--- src/nic_rx_consts.svh ---
// sizing constants of the receive notification path, included by the RTL and the testbench

`ifndef NIC_RX_CONSTS_SVH
`define NIC_RX_CONSTS_SVH

////////////////////////////////////////
// pointers
////////////////////////////////////////

// hardware and software frame pointers, free running, never wrap in practice
`define NIC_PTR_W 64

////////////////////////////////////////
// host ring
////////////////////////////////////////

// frame slots in the host receive ring
// hw_ptr - sw_ptr stays at or below this value
`define NIC_RING_SLOTS 16

////////////////////////////////////////
// statistics
////////////////////////////////////////

// saturating count of frames dropped on a full ring
`define NIC_DROP_W 16

`endif

--- src/nic_rx_types_pkg.sv ---
// receive-path state types, imported by the ring writer, the irq generator and the checkers
`default_nettype none

package nic_rx_types_pkg;

    ////////////////////////////////////////
    // interrupt generator
    ////////////////////////////////////////

    // irq_idle -> irq_armed -> irq_active, only rst goes back
    typedef enum logic [1:0] {
        irq_idle   = 2'd0, // waiting for host ready
        irq_armed  = 2'd1, // waiting for mac activity
        irq_active = 2'd2  // notifying the host
    } irq_state_t;

    ////////////////////////////////////////
    // receive ring writer
    ////////////////////////////////////////

    // one verdict per frame, taken on its first word
    typedef enum logic [1:0] {
        ring_wait    = 2'd0, // between frames
        ring_store   = 2'd1, // frame accepted into the ring
        ring_discard = 2'd2  // ring full, frame dropped
    } ring_state_t;

endpackage

`default_nettype wire

--- src/host_reg_pkg.sv ---
// host register port types, imported by the register block, the top level and the testbench
`default_nettype none

package host_reg_pkg;

    ////////////////////////////////////////
    // host command opcodes
    ////////////////////////////////////////

    // host_cmd is sampled whenever it is not cmd_nop
    typedef enum logic [2:0] {
        cmd_nop       = 3'd0, // idle cycle
        cmd_wr_sw_ptr = 3'd1, // host_wdata -> software pointer
        cmd_set_ready = 3'd2, // driver ready, sticky
        cmd_rd_hw_ptr = 3'd3, // read hardware pointer
        cmd_rd_drops  = 3'd4  // read drop counter, zero-extended
    } host_cmd_t;

    // codes 5 to 7 are unused and behave like cmd_nop

endpackage

`default_nettype wire

--- src/rx_ring_writer.sv ---
// receive ring writer: counts stored MAC frames, drops frames on a full ring, drives activity
`timescale 1ns/100ps
`default_nettype none

`include "nic_rx_consts.svh"

module rx_ring_writer import nic_rx_types_pkg::*; (
    input  wire logic                   clk,
    input  wire logic                   rst,

    input  wire logic                   mac_wr,       // one strobe per data word
    input  wire logic                   mac_last,     // final word of the frame
    input  wire logic [`NIC_PTR_W-1:0]  sw_ptr,       // frames consumed by the host

    output logic      [`NIC_PTR_W-1:0]  hw_ptr,       // frames stored in the ring
    output logic      [`NIC_DROP_W-1:0] drop_count,   // frames dropped, saturating
    output logic                        mac_activity  // stored frame in progress
);

    ring_state_t               ring_state;
    ring_state_t               ring_state_nxt;
    logic [`NIC_PTR_W-1:0]     ring_used;     // occupied slots
    logic                      ring_room;     // at least one slot free
    logic                      first_word;    // word that opens a frame
    logic                      frame_end;     // word that closes a frame
    logic                      store_done;    // accepted frame completes
    logic                      drop_done;     // discarded frame completes

    ////////////////////////////////////////
    // frame classification
    ////////////////////////////////////////

    assign ring_used  = hw_ptr - sw_ptr;
    assign ring_room  = ring_used < `NIC_PTR_W'(`NIC_RING_SLOTS);
    assign first_word = mac_wr && (ring_state == ring_wait);
    assign frame_end  = mac_wr && mac_last;

    // single-word frames open and close on the same word
    assign store_done = frame_end &&
                        (((ring_state == ring_wait) && ring_room) || (ring_state == ring_store));
    assign drop_done  = frame_end &&
                        (((ring_state == ring_wait) && !ring_room) || (ring_state == ring_discard));

    always_comb begin
        ring_state_nxt = ring_state;  // hold by default
        case (ring_state)
            ring_wait: begin
                if (first_word && !mac_last) begin
                    ring_state_nxt = ring_room ? ring_store : ring_discard;
                end
            end
            ring_store: begin
                if (frame_end) begin
                    ring_state_nxt = ring_wait;
                end
            end
            ring_discard: begin
                if (frame_end) begin
                    ring_state_nxt = ring_wait;
                end
            end
            default: begin
                ring_state_nxt = ring_wait;  // unused code
            end
        endcase
    end

    ////////////////////////////////////////
    // pointer, counter, activity
    ////////////////////////////////////////

    always_ff @(posedge clk) begin
        if (rst) begin
            ring_state   <= ring_wait;
            hw_ptr       <= '0;
            drop_count   <= '0;
            mac_activity <= 1'b0;
        end else begin
            ring_state <= ring_state_nxt;

            if (store_done) begin
                hw_ptr <= hw_ptr + `NIC_PTR_W'(1);  // visible one cycle after mac_last
            end

            if (drop_done && (drop_count != {`NIC_DROP_W{1'b1}})) begin
                drop_count <= drop_count + `NIC_DROP_W'(1);  // stick at all ones
            end

            // high from the cycle after an accepted first word until the cycle after mac_last
            mac_activity <= (first_word && ring_room) ||
                            ((ring_state == ring_store) && !frame_end);
        end
    end

endmodule

`default_nettype wire

--- src/host_regs.sv ---
// host register port: software pointer, driver ready flag and read-back of ring status
`timescale 1ns/100ps
`default_nettype none

`include "nic_rx_consts.svh"

module host_regs import host_reg_pkg::*; (
    input  wire logic                   clk,
    input  wire logic                   rst,

    input  wire host_cmd_t              host_cmd,     // sampled when not cmd_nop
    input  wire logic [`NIC_PTR_W-1:0]  host_wdata,   // write payload
    output logic      [`NIC_PTR_W-1:0]  host_rdata,   // read payload
    output logic                        host_rvalid,  // one cycle after a read

    input  wire logic [`NIC_PTR_W-1:0]  hw_ptr,       // from the ring writer
    input  wire logic [`NIC_DROP_W-1:0] drop_count,   // from the ring writer
    output logic      [`NIC_PTR_W-1:0]  sw_ptr,       // frames consumed by the host
    output logic                        hst_rdy       // driver ready, sticky
);

    logic                     wr_sw_ptr;   // software pointer write
    logic                     set_ready;   // ready command
    logic                     rd_req;      // any read command
    logic [`NIC_PTR_W-1:0]    rd_mux;      // selected read source

    ////////////////////////////////////////
    // command decode
    ////////////////////////////////////////

    always_comb begin
        wr_sw_ptr = 1'b0;
        set_ready = 1'b0;
        rd_req    = 1'b0;
        rd_mux    = hw_ptr;
        case (host_cmd)
            cmd_wr_sw_ptr: begin
                wr_sw_ptr = 1'b1;
            end
            cmd_set_ready: begin
                set_ready = 1'b1;
            end
            cmd_rd_hw_ptr: begin
                rd_req = 1'b1;
                rd_mux = hw_ptr;
            end
            cmd_rd_drops: begin
                rd_req = 1'b1;
                rd_mux = {{(`NIC_PTR_W-`NIC_DROP_W){1'b0}}, drop_count};  // zero-extend
            end
            default: begin
                rd_req = 1'b0;  // cmd_nop and unused codes
            end
        endcase
    end

    ////////////////////////////////////////
    // registers
    ////////////////////////////////////////

    always_ff @(posedge clk) begin
        if (rst) begin
            sw_ptr      <= '0;
            hst_rdy     <= 1'b0;
            host_rvalid <= 1'b0;
        end else begin
            if (wr_sw_ptr) begin
                sw_ptr <= host_wdata;
            end
            if (set_ready) begin
                hst_rdy <= 1'b1;  // only rst clears it
            end
            host_rvalid <= rd_req;  // single-cycle pulse
        end
    end

    // read data only meaningful with host_rvalid
    always_ff @(posedge clk) begin
        if (rd_req) begin
            host_rdata <= rd_mux;
        end
    end

endmodule

`default_nettype wire

--- src/rx_irq_gen.sv ---
// receive interrupt generator: waits for host ready and MAC activity, then holds send_irq
`timescale 1ns/100ps
`default_nettype none

`include "nic_rx_consts.svh"

module rx_irq_gen import nic_rx_types_pkg::*; (
    input  wire logic                  clk,
    input  wire logic                  rst,

    input  wire logic                  mac_activity,  // stored frame in progress
    input  wire logic                  hst_rdy,       // driver ready
    input  wire logic [`NIC_PTR_W-1:0] hw_ptr,        // frames stored
    input  wire logic [`NIC_PTR_W-1:0] sw_ptr,        // frames consumed

    output logic                       send_irq       // interrupt request level
);

    irq_state_t  irq_state;
    logic        act_sync0;   // first synchroniser stage
    logic        act_sync1;   // second stage, used by the FSM
    logic        ptr_pending; // host has frames to consume

    assign ptr_pending = (hw_ptr != sw_ptr);

    ////////////////////////////////////////
    // activity sync and FSM
    ////////////////////////////////////////

    always_ff @(posedge clk) begin
        if (rst) begin
            act_sync0 <= 1'b0;
            act_sync1 <= 1'b0;
            send_irq  <= 1'b0;
            irq_state <= irq_idle;
        end else begin
            act_sync0 <= mac_activity;
            act_sync1 <= act_sync0;

            case (irq_state)
                irq_idle: begin
                    if (hst_rdy) begin
                        irq_state <= irq_armed;
                    end
                end
                irq_armed: begin
                    // three cycles after mac_activity rises
                    if (act_sync1) begin
                        send_irq  <= 1'b1;
                        irq_state <= irq_active;
                    end
                end
                irq_active: begin
                    send_irq <= act_sync1 || ptr_pending;  // no way out but rst
                end
                default: begin
                    irq_state <= irq_idle;  // unused code
                end
            endcase
        end
    end

endmodule

`default_nettype wire

--- src/nic_rx_irq_top.sv ---
// receive notification top level: MAC strobes and host register port in, interrupt level out
`timescale 1ns/100ps
`default_nettype none

`include "nic_rx_consts.svh"

module nic_rx_irq_top import host_reg_pkg::*; (
    input  wire logic                  clk,
    input  wire logic                  rst,

    // MAC side
    input  wire logic                  mac_wr,       // word strobe
    input  wire logic                  mac_last,     // last word of frame

    // host side
    input  wire host_cmd_t             host_cmd,     // opcode, cmd_nop when idle
    input  wire logic [`NIC_PTR_W-1:0] host_wdata,   // write payload
    output logic      [`NIC_PTR_W-1:0] host_rdata,   // read payload
    output logic                       host_rvalid,  // read answer strobe

    output logic                       send_irq      // interrupt request
);

    logic [`NIC_PTR_W-1:0]  hw_ptr;        // ring writer -> regs, irq
    logic [`NIC_PTR_W-1:0]  sw_ptr;        // regs -> ring writer, irq
    logic [`NIC_DROP_W-1:0] drop_count;    // ring writer -> regs
    logic                   mac_activity;  // ring writer -> irq
    logic                   hst_rdy;       // regs -> irq

    rx_ring_writer u_ring_writer (
        .clk          (clk),
        .rst          (rst),
        .mac_wr       (mac_wr),
        .mac_last     (mac_last),
        .sw_ptr       (sw_ptr),
        .hw_ptr       (hw_ptr),
        .drop_count   (drop_count),
        .mac_activity (mac_activity)
    );

    host_regs u_host_regs (
        .clk         (clk),
        .rst         (rst),
        .host_cmd    (host_cmd),
        .host_wdata  (host_wdata),
        .host_rdata  (host_rdata),
        .host_rvalid (host_rvalid),
        .hw_ptr      (hw_ptr),
        .drop_count  (drop_count),
        .sw_ptr      (sw_ptr),
        .hst_rdy     (hst_rdy)
    );

    rx_irq_gen u_irq_gen (
        .clk          (clk),
        .rst          (rst),
        .mac_activity (mac_activity),
        .hst_rdy      (hst_rdy),
        .hw_ptr       (hw_ptr),
        .sw_ptr       (sw_ptr),
        .send_irq     (send_irq)
    );

endmodule

`default_nettype wire

--- config.mk ---
export PLATFORM = sky130hd
export DESIGN_NAME = nic_rx_irq_top
export DESIGN_NICKNAME = d
export VERILOG_FILES = /design/src/nic_rx_types_pkg.sv /design/src/host_reg_pkg.sv /design/src/rx_ring_writer.sv /design/src/host_regs.sv /design/src/rx_irq_gen.sv /design/src/nic_rx_irq_top.sv
export VERILOG_INCLUDE_DIRS = /design/src
export SDC_FILE = /design/constraint.sdc
export NUM_CORES = 1
export LEC_CHECK = 0
export BUFFER_PORTS_ARGS = -buffer_cell sky130_fd_sc_hd__buf_2
export CAP_MARGIN = 5
export CORE_MARGIN = 2
export CORE_UTILIZATION = 30
export CTS_BUF_LIST = sky130_fd_sc_hd__clkbuf_2
export CTS_CLUSTER_DIAMETER = 100
export DETAILED_ROUTE_END_ITERATION = 6
export SYNTH_ARGS = -nofsm -noshare
export SYNTH_HDL_FRONTEND = slang
export SYNTH_SLANG_ARGS = --single-unit
--- constraint.sdc ---
create_clock -name clk -period 10 [get_ports clk]
set_input_delay 2 -clock clk [delete_from_list [all_inputs] [get_ports clk]]
set_output_delay 2 -clock clk [all_outputs]
set_load 0.1 [all_outputs]
==> impl_metrics.csv, run 1 <==
group,metric,value,unit
timing,rsz0062_at_grt,"no",
timing,post-route-period-util,67.5,%
timing,slew_viol_final,0,
timing,setup_tns,0,ns
power,leakagePower,6.34,nW
worst_hold_path,hold_path_class,"flop to flop",
routing,vias,14578,
clocking,cts_buffers,60,
global_route,grt_first_pass_wirelength,85000,µm
critical_path,ff2ff_path_depth,14,
synthesis,ys_types,84,
synthesis,synth-edff-count,64,
placed_design,dp_slack,3.53,ns
synthesis,ys_ff_latch,218,
finish,final_nets,2078,
global_route,grt_overflow_total,0,
timing,hold_violations,0,
critical_path,cp_top_family,"compound AO/OA/AOI/OAI gates",
routing,drt_wl_total,56000,µm
clocking,cts_resized,0,
timing,worstMarginPinSlew,1.09,ns
finish,fin_cells,2601,
floorplan,core_area,0.0467,mm²
critical_path,worst-setup-path-type,"flop to flop",
routing,met1_length,25700,µm
global_route,grt_max_degree,87,
status,status,"finished with violations",
synthesis,seq_area_frac_synth,35.2,%
placed_design,port-buffer-count,136,
routing,top_layer,"met4",
synthesis,ys.flop_type,"dfxtp_1",
clocking,cts_tree,"done",
synthesis,synth_cells,1826,
critical_path,slowest_delay,0.91,ns
floorplan,die_x,222,µm
timing,setup_slack,3.25,ns
global_route,grt_pass1_vias,14092,
finish,syn_to_final_growth,12.4,%
synthesis,async_reset_ff_share,0,%
placed_design,hpwl,43300,µm
critical_path,path_cells,"ha_1 -> a21oi_1 -> o21ai_1 -> a2111oi_0 -> a22oi_1 -> a31oi_1 -> o221ai_1 -> xor2_1 -> a2111oi_0 -> nand4_1 -> nor3_4 -> o211ai_1 -> or4_1 -> a21oi_1",
critical_path,worst-path-buf-inv,0,
clocking,clkSinkCount,218,
flow_run,max-cap-violations,0,
critical_path,reg2reg_to,"u_ring_writer.hw_ptr[46]$_SDFFE_PP0P_",
critical_path,cp.depth,14,
power,irDropWorstVdd,0.0550,mV
placed_design,gp_congestion,1.03,
critical_path,startpoint_type,"flop",
synthesis,syn-cell-area,0.0142,mm²
critical_path,cp_max_fo,16,
critical_path,required,10.95,ns
synthesis,syn_avg_cell_area,7.78,µm²
clocking,ctsRootBufferMaster,"clkbuf_2",
clocking,holdBufCountCts,0,
clocking,path_clk_slew,0.11,ns
critical_path,worstPathArrival,7.70,ns
routing,route.met3.wl,3040,µm
global_route,antenna_found_initial,2,
routing,drcViolationCount,15,
floorplan,die_h,222,µm
critical_path,slowest_stage,"a2111oi_0",
synthesis,synth_nets,1965,
clocking,clockBufferDepth,3,
floorplan,row_count,79,
finish,drive_gt1_share,14.3,%
floorplan,io_pins,137,
clocking,htreeDepth,2,
floorplan,start_util,30.5,%
critical_path,rrSetupSlack,3.25,ns
routing,dr.pass1.iters,7,
global_route,grt_use_total,22.3,%
floorplan,die_area,0.0491,mm²
routing,wl_met2,25800,µm
timing,final.min_clock_period,6.75,ns
timing,fin_worst_skew,0.0931,ns
timing,hold-worst-slack,0.458,ns
timing,finalSetupViolations,0,
critical_path,timing.rr.start,"u_ring_writer.hw_ptr[27]$_SDFFE_PP0P_",
placed_design,dp.cells,2484,
finish,multiInputGateArea,0.00848,mm²
status,violations,"DRC",
critical_path,critPathCaptureType,"flop",
critical_path,critPathLaunch,"u_ring_writer.hw_ptr[27]$_SDFFE_PP0P_",
finish,post-route-util,34.3,%
routing,viasPerCell,5.60,
routing,wl_per_cell,21.5,µm
power,powerDensity,134,mW/mm²
clocking,cts_setup_buffers,0,
finish,fill_cells,5099,
synthesis,yosys_warnings,0,
timing,slew_headroom,27.0,%
routing,antenna_left,0,
critical_path,endpoint,"u_ring_writer.hw_ptr[46]$_SDFFE_PP0P_",
clocking,worstSkewPairLatency,1.05,ns
routing,drt_iter0_drc,1427,
timing,fmax,148,MHz
finish,final-seq-area,0.00500,mm²
## final cells by class
| type | instances | share of cell area [%] |
|---|---|---|
| diodes | 3 | 0.0470 |
| clock buffers | 92 | 2.88 |
| clock inverters | 22 | 0.791 |
| inverters | 99 | 2.33 |
| multi-input cells | 1413 | 53.1 |
| flip-flops and latches | 218 | 31.3 |
| well taps | 607 | 4.75 |
| repair buffers | 147 | 4.81 |
## layer usage
metal	vias up	track usage (%)
met1	7038	30.2
met4	0	6.95
li1	6940	-
met2	507	36.4
met3	93	3.38
met5	-	0
## report_power, final
| part | total [mW] | switching (mW) | internal [mW] | leakage, nW |
|---|---|---|---|---|
| sequential | 0.944 | 0.00956 | 0.934 | 1.78 |
| clock | 0.688 | 0.412 | 0.275 | 0.438 |
| combinational | 0.511 | 0.387 | 0.124 | 4.13 |
## tightest hold or removal path: cells and delay by family (launching register included)
| family | cells | cell delay (ns) |
|---|---|---|
| AO/OA/AOI/OAI | 1 | 0.05 |
| AND/OR/NAND/NOR | 1 | 0.05 |
| flip-flops | 1 | 0.32 |
## cells in the mapped netlist (11+ instances only)
| cell type | count | share of area (%) |
|---|---|---|
| mux2_2 | 17 | 1.3 |
| a21oi_1 | 242 | 8.5 |
| buf_2 | 11 | 0.39 |
| a2111oi_0 | 11 | 0.68 |
| dfxtp_1 | 154 | 22 |
| edfxtp_1 | 64 | 14 |
| o21ai_0 | 102 | 3.6 |
| or4_1 | 23 | 1.2 |
| nor2b_1 | 55 | 2.4 |
| and3_1 | 25 | 1.1 |
| and2_1 | 11 | 0.48 |
| or3_1 | 42 | 1.8 |
| xnor2_1 | 19 | 1.2 |
| o2111ai_1 | 12 | 0.74 |
| inv_1 | 97 | 2.6 |
| a21o_1 | 21 | 1.1 |
| o21ai_1 | 18 | 0.63 |
| clkbuf_1 | 83 | 2.2 |
| nor3_1 | 31 | 1.1 |
| o31ai_1 | 28 | 1.5 |
| nand4_1 | 57 | 2.5 |
| ha_1 | 68 | 6.0 |
| o211ai_1 | 19 | 1.0 |
| nand2_1 | 265 | 7.0 |
| nand3_1 | 42 | 1.5 |
| nor2_1 | 123 | 3.2 |
| xor2_1 | 23 | 1.4 |
## state kept, by name, indices dropped and copies added (netlist names), 2 cells and up
| name | count |
|---|---|
| u_irq_gen.irq_state | 2 |
| u_host_regs.host_rdata | 64 |
| u_ring_writer.ring_state | 2 |
| u_host_regs.sw_ptr | 64 |
| u_ring_writer.hw_ptr | 64 |
| u_ring_writer.drop_count | 16 |
## placed cells by master (no fill, tap or decap), drive strengths merged, types with 13 or more instances in the layout
cell type	count
mux2	18
or3	42
edfxtp	64
nand3	42
nor2	124
or4	23
xor2	23
clkbuf	92
o211ai	19
and3	25
inv	99
buf	146
o21ai	120
nor3	32
a21oi	243
nor2b	55
ha	68
o2111ai	13
a21o	21
o31ai	28
dfxtp	154
nand4	57
nand2	265
clkinv	19
xnor2	19
## metrics by stage
stage                     area, µm²  power, mW
after detailed placement      15400       1.47
after global placement        15400       1.47
final                         16000       2.14
after CTS                     16000       2.16
after floorplan               14200       1.32
after global routing          16000       2.25
## logic make-up after synthesis
logic type,Yosys count,share of synthesized area (%)
simple gates,728,25.3
compound gates,548,23.6
flops,218,35.2
buf+inv,195,5.25
fa+ha+maj,68,5.99
xor+xnor,42,2.59
mux,27,2.06
## worst min path at each step
stage	slack, ns	start	cells after the start	to
global route	0.48	u_irq_gen.irq_state[1]$_SDFFE_PP0P_	1	u_irq_gen.irq_state[0]$_SDFFE_PP0P_
global placement	0.42	u_ring_writer.mac_activity$_SDFF_PP0_	1	u_irq_gen.act_sync0$_SDFF_PP0_
floorplan	0.41	u_irq_gen.irq_state[1]$_SDFFE_PP0P_	1	u_irq_gen.irq_state[0]$_SDFFE_PP0P_
finish	0.46	u_host_regs.sw_ptr[18]$_SDFFE_PP0N_	2	u_host_regs.sw_ptr[18]$_SDFFE_PP0N_
CTS	0.45	u_irq_gen.irq_state[1]$_SDFFE_PP0P_	1	u_irq_gen.irq_state[0]$_SDFFE_PP0P_
detailed placement	0.43	u_irq_gen.act_sync0$_SDFF_PP0_	1	u_irq_gen.act_sync1$_SDFF_PP0_
Power figures use the tool's default switching activity.
==> inputs of run 2 (changes only) <==
- clock period: 10 -> 6.6 ns (I/O delays scaled with it)
==> run 2 against run 1 <==
- the flow still finishes with violations (DRC)
- first-iteration DRC count is 14% lower
- combinational power increased by 52%
- critical path depth grew 2
- flip-flop and latch count stayed put
- critical endpoint is now u_ring_writer.hw_ptr[5]$_SDFFE_PP0P_
- die area unchanged
- final cell count increased by 0.23%
- critical path type unchanged
- via count decreased by 0.58%
- non-clock buffer count rose by 12
- routed wire length down 1.7%
- sequential power is 51% higher
==> impl_metrics.csv, run 2 (synthesis gave the netlist of run 1 again) <==
group,metric,value,unit
status,status,"finished with violations",
status,violations,"DRC",
routing,wl_per_cell,21.1,µm
clocking,holdBufCountCts,0,
timing,hold_violations,0,
routing,vias,14494,
finish,final_common_cell,"nand2_1",
global_route,grt_max_degree,92,
placed_design,place_area,0.0155,mm²
floorplan,die_area,0.0491,mm²
routing,drt_wl_total,55000,µm
timing,final.min_clock_period,5.98,ns
clocking,path_clk_slew,0.11,ns
critical_path,worst-setup-path-type,"flop to flop",
finish,fill_cells,5058,
routing,viasPerCell,5.56,
floorplan,die_h,222,µm
critical_path,critPathCaptureType,"flop",
clocking,clkSinkCount,218,
timing,setup_slack,0.619,ns
finish,multiInputGateArea,0.00848,mm²
timing,slew_headroom,24.2,%
finish,final_nets,2088,
critical_path,required,7.42,ns
placed_design,gp_congestion,0.989,
global_route,grt_pass1_vias,13968,
worst_hold_path,hold_path_class,"flop to flop",
critical_path,startpoint_type,"flop",
routing,drcViolationCount,8,
global_route,antenna_found_initial,4,
timing,setup_tns,0,ns
power,powerDensity,197,mW/mm²
clocking,ctsRootBufferMaster,"clkbuf_2",
clocking,cts_setup_buffers,0,
timing,slew_viol_final,0,
critical_path,cp_max_fo,43,
global_route,grt_first_pass_wirelength,83000,µm
timing,fmax,167,MHz
routing,drt_iter0_drc,1233,
global_route,grt_overflow_total,0,
power,leakagePower,6.39,nW
floorplan,core_area,0.0467,mm²
finish,final_cell_mix,"nand2_1, a21oi_1, dfxtp_1",
timing,post-route-period-util,90.6,%
placed_design,hpwl,43300,µm
finish,design_area,0.0160,mm²
floorplan,io_pins,137,
timing,worstMarginPinSlew,1.11,ns
clocking,htreeDepth,2,
finish,final-seq-area,0.00500,mm²
routing,antenna_left,0,
critical_path,worstPathArrival,6.80,ns
flow_run,max-cap-violations,0,
placed_design,dp_slack,0.722,ns
timing,fin_worst_skew,0.115,ns
clocking,cts_buffers,58,
power,irDropWorstVdd,0.0907,mV
finish,syn_to_final_growth,12.7,%
timing,finalSetupViolations,0,
finish,largestRegisters,"u_host_regs.host_rdata x64, u_host_regs.sw_ptr x64, u_ring_writer.hw_ptr x64",
global_route,grt_use_total,21.8,%
clocking,cts_tree,"done",
clocking,worstSkewPairLatency,1.01,ns
floorplan,start_util,30.5,%
clocking,cts_resized,0,
routing,dr.pass1.iters,7,
timing,rsz0062_at_grt,"no",
finish,drive_gt1_share,14.7,%
placed_design,port-buffer-count,136,
clocking,clockBufferDepth,3,
floorplan,row_count,79,
floorplan,die_x,222,µm
[run 2: stage by stage]
stage | hold WS [ns] | power (mW) | instances | utilization [%]
2_1_floorplan | 0.414 | 2.00 | 1826 | -
3_3_place_gp | 0.419 | 2.24 | 2496 | 33.2
3_5_place_dp | 0.429 | 2.23 | 2496 | 33.2
4_1_cts | 0.418 | 3.20 | 2605 | 34.3
5_1_grt | 0.446 | 3.32 | 2607 | 34.3
6_report | 0.432 | 3.16 | 2607 | 34.3
[run 2: final cells by class]
class,count,share of cell area [%]
Timing Repair Buffer,159,5.42
Multi-Input combinational cell,1413,52.9
Inverter,99,2.32
Clock inverter,18,0.453
Sequential cell,218,31.2
Clock buffer,91,2.84
Tap cell,607,4.74
Antenna cell,2,0.0312
[run 2: worst paths after layout]
check,endpoint,startpoint,slack (ns),cells past startpoint
worst max-delay path,u_ring_writer.hw_ptr[5]$_SDFFE_PP0P_,u_host_regs.sw_ptr[27]$_SDFFE_PP0N_,0.62,16
worst min-delay path,u_irq_gen.act_sync1$_SDFF_PP0_,u_irq_gen.act_sync0$_SDFF_PP0_,0.43,1
worst max register to register,u_ring_writer.hw_ptr[5]$_SDFFE_PP0P_,u_host_regs.sw_ptr[27]$_SDFFE_PP0N_,0.62,16
worst min register to register,u_irq_gen.act_sync1$_SDFF_PP0_,u_irq_gen.act_sync0$_SDFF_PP0_,0.43,1
[run 2: where the power goes]
group | internal [mW] | switching (mW) | leakage (nW)
clock | 0.367 | 0.584 | 0.418
combinational | 0.191 | 0.586 | 4.19
sequential | 1.42 | 0.0155 | 1.78
total | 1.97 | 1.19 | 6.39
[run 2: layer usage]
metal | up-vias | GRT usage (%) | part of all wire [%]
li1 | 6963 | - | -
met1 | 6909 | 28.9 | 45
met2 | 522 | 35.1 | 45
met3 | 98 | 3.82 | 6.6
met4 | 2 | 8.78 | 3.4
met5 | - | 0 | 0.027
[run 2: worst max-delay path: stages (launching register included)]
cell and delay (ns):
dfxtp_1 0.36, inv_1 0.06, ha_1 0.43, a21oi_1 0.41, o21ai_1 0.24, a2111oi_0 0.58, a22oi_1 0.15, a31oi_1 0.57
o221ai_1 0.38, o41a_1 0.43, nor4_1 0.42, nand4bb_1 0.33, nor3_4 0.49, nor2_2 0.11, buf_12 0.21, or3_1 0.37
mux2_1 0.32
==> inputs of run 3 (changes only) <==
- CTS_BUF_LIST: sky130_fd_sc_hd__clkbuf_2 -> sky130_fd_sc_hd__clkbuf_4 sky130_fd_sc_hd__clkbuf_8 sky130_fd_sc_hd__clkbuf_16
==> run 3 against run 2 <==
- the flow still finishes with violations (DRC)
- final area up 2.2%
- final cell count down 2.5%
- routed wire length down 0.49%
- die area unchanged
- worst setup slack better by 0.025 ns
- critical path depth down 1
- non-clock buffer count unchanged
- global-route usage down 0.27 points
- power up 18%
==> impl_metrics.csv, run 3 (synthesis gave the netlist of run 1 again) <==
group,metric,value,unit
status,violations,"DRC",
floorplan,row_count,79,
critical_path,rrSetupSlack,0.64,ns
finish,final_cell_mix,"nand2_1, a21oi_1, dfxtp_1",
global_route,grt_use_total,21.5,%
clocking,worstSkewPairLatency,0.57,ns
clocking,ctsRootBufferMaster,"clkbuf_16",
critical_path,slowest_delay,0.59,ns
timing,slew_viol_final,0,
flow_run,max-cap-violations,0,
timing,setup_tns,0,ns
status,status,"finished with violations",
timing,fmax,168,MHz
routing,antenna_left,0,
critical_path,worst-setup-path-type,"flop to flop",
critical_path,slowest_stage,"dfxtp_1",
floorplan,die_x,222,µm
timing,finalSetupViolations,0,
clocking,path_clk_slew,0.06,ns
power,powerDensity,228,mW/mm²
finish,fill_cells,4959,
power,irDropWorstVdd,0.147,mV
routing,vias,14391,
finish,drive_gt1_share,12.4,%
routing,drcViolationCount,16,
routing,drt_wl_total,54700,µm
placed_design,dp_slack,0.722,ns
clocking,holdBufCountCts,0,
critical_path,startpoint_type,"flop",
finish,syn_to_final_growth,15.2,%
critical_path,required,7.02,ns
critical_path,path_cells,"ha_1 -> a21oi_1 -> o21ai_1 -> a2111oi_0 -> a22oi_1 -> a31oi_1 -> o221ai_1 -> o41a_1 -> nor4_1 -> nand4bb_1 -> nor3_4 -> nor2_2 -> buf_12 -> or3_1 -> mux2_1",
global_route,grt_overflow_total,0,
global_route,grt_max_degree,92,
critical_path,cp_max_fo,43,
critical_path,worstPathArrival,6.37,ns
clocking,cts_resized,0,
global_route,grt_pass1_vias,13757,
timing,rsz0062_at_grt,"no",
timing,setup_slack,0.643,ns
worst_hold_path,hold_path_class,"flop to flop",
finish,final_nets,2055,
floorplan,io_pins,137,
global_route,grt_first_pass_wirelength,82900,µm
clocking,cts_setup_buffers,0,
power,leakagePower,6.41,nW
timing,final.min_clock_period,5.96,ns
timing,worstMarginPinSlew,1.08,ns
timing,post-route-period-util,90.3,%
routing,dr.pass1.iters,7,
floorplan,die_area,0.0491,mm²
floorplan,core_area,0.0467,mm²
global_route,antenna_found_initial,0,
routing,viasPerCell,5.66,
placed_design,gp_congestion,0.989,
finish,final_common_cell,"nand2_1",
floorplan,start_util,30.5,%
floorplan,die_h,222,µm
clocking,clockBufferDepth,3,
timing,slew_headroom,26.0,%
timing,fin_worst_skew,0.0414,ns
critical_path,critPathCaptureType,"flop",
clocking,cts_tree,"done",
placed_design,hpwl,43300,µm
clocking,clkSinkCount,218,
clocking,htreeDepth,1,
placed_design,port-buffer-count,136,
clocking,cts_buffers,25,
finish,largestRegisters,"u_host_regs.host_rdata x64, u_host_regs.sw_ptr x64, u_ring_writer.hw_ptr x64",
timing,hold_violations,0,
routing,wl_per_cell,21.5,µm
routing,drt_iter0_drc,1186,
## run 3: cell count changes in the layout (fill, tap and decap cells not counted), moves of 2 or more
| cell | delta |
|---|---|
| clkbuf_2 | -91 |
| clkinv_1 | -9 |
| clkinvlp_4 | +2 |
| clkbuf_8 | +2 |
| clkbuf_16 | +25 |
| clkinv_2 | -2 |
| bufinv_16 | +5 |
| clkbuf_4 | +4 |
## run 3: metrics by stage
stage                     cell area [µm²]  cells  hold WS, ns  utilization (%)  power (mW)
after detailed placement            15500   2496        0.429             33.2        2.23
after global routing                16400   2542        0.448             35.1        3.86
after global placement              15500   2496        0.419             33.2        2.24
after CTS                           16400   2542        0.445             35.1        3.75
after floorplan                     14200   1826        0.414                -        2.00
final                               16400   2543        0.439             35.1        3.73
## run 3: final cells by class
cell class	count	area, µm²	area share [%]
multi-input cells	1413	8480	51.8
diodes	1	2.50	0.0153
clock buffers	31	683	4.17
flip-flops and latches	218	5000	30.6
well taps	607	759	4.64
clock inverters	15	208	1.27
inverters	99	372	2.27
repair buffers	159	868	5.30
## run 3: routing by layer
metal	share of wire, %	GRT usage (%)
met5	0	0
met2	46	35.5
met1	45	29.9
met4	2.2	5.27
met3	6.6	2.62
## run 3: final timing paths
path	startpoint	depth (start not counted)	to
hold / removal	u_irq_gen.act_sync0$_SDFF_PP0_	1	u_irq_gen.act_sync1$_SDFF_PP0_
setup reg to reg	u_ring_writer.hw_ptr[33]$_SDFFE_PP0P_	15	u_ring_writer.hw_ptr[5]$_SDFFE_PP0P_
hold reg to reg	u_irq_gen.act_sync0$_SDFF_PP0_	1	u_irq_gen.act_sync1$_SDFF_PP0_
setup / recovery	u_ring_writer.hw_ptr[33]$_SDFFE_PP0P_	15	u_ring_writer.hw_ptr[5]$_SDFFE_PP0P_
## run 3: where the power goes
part           leakage [nW]  switching, mW  internal [mW]
clock network         0.435          0.588          0.929
logic                  4.19          0.586          0.191
registers              1.78         0.0155           1.42
## run 3: worst max-delay path: cells and delay by family (launching register included)
kind	cells	cell delay, ns
AO/OA/AOI/OAI	7	2.54
AND/OR/NAND/NOR	5	1.68
flip-flops	1	0.59
adder cells (fa/ha/maj)	1	0.46
multiplexers	1	0.32
buffers and inverters	1	0.21
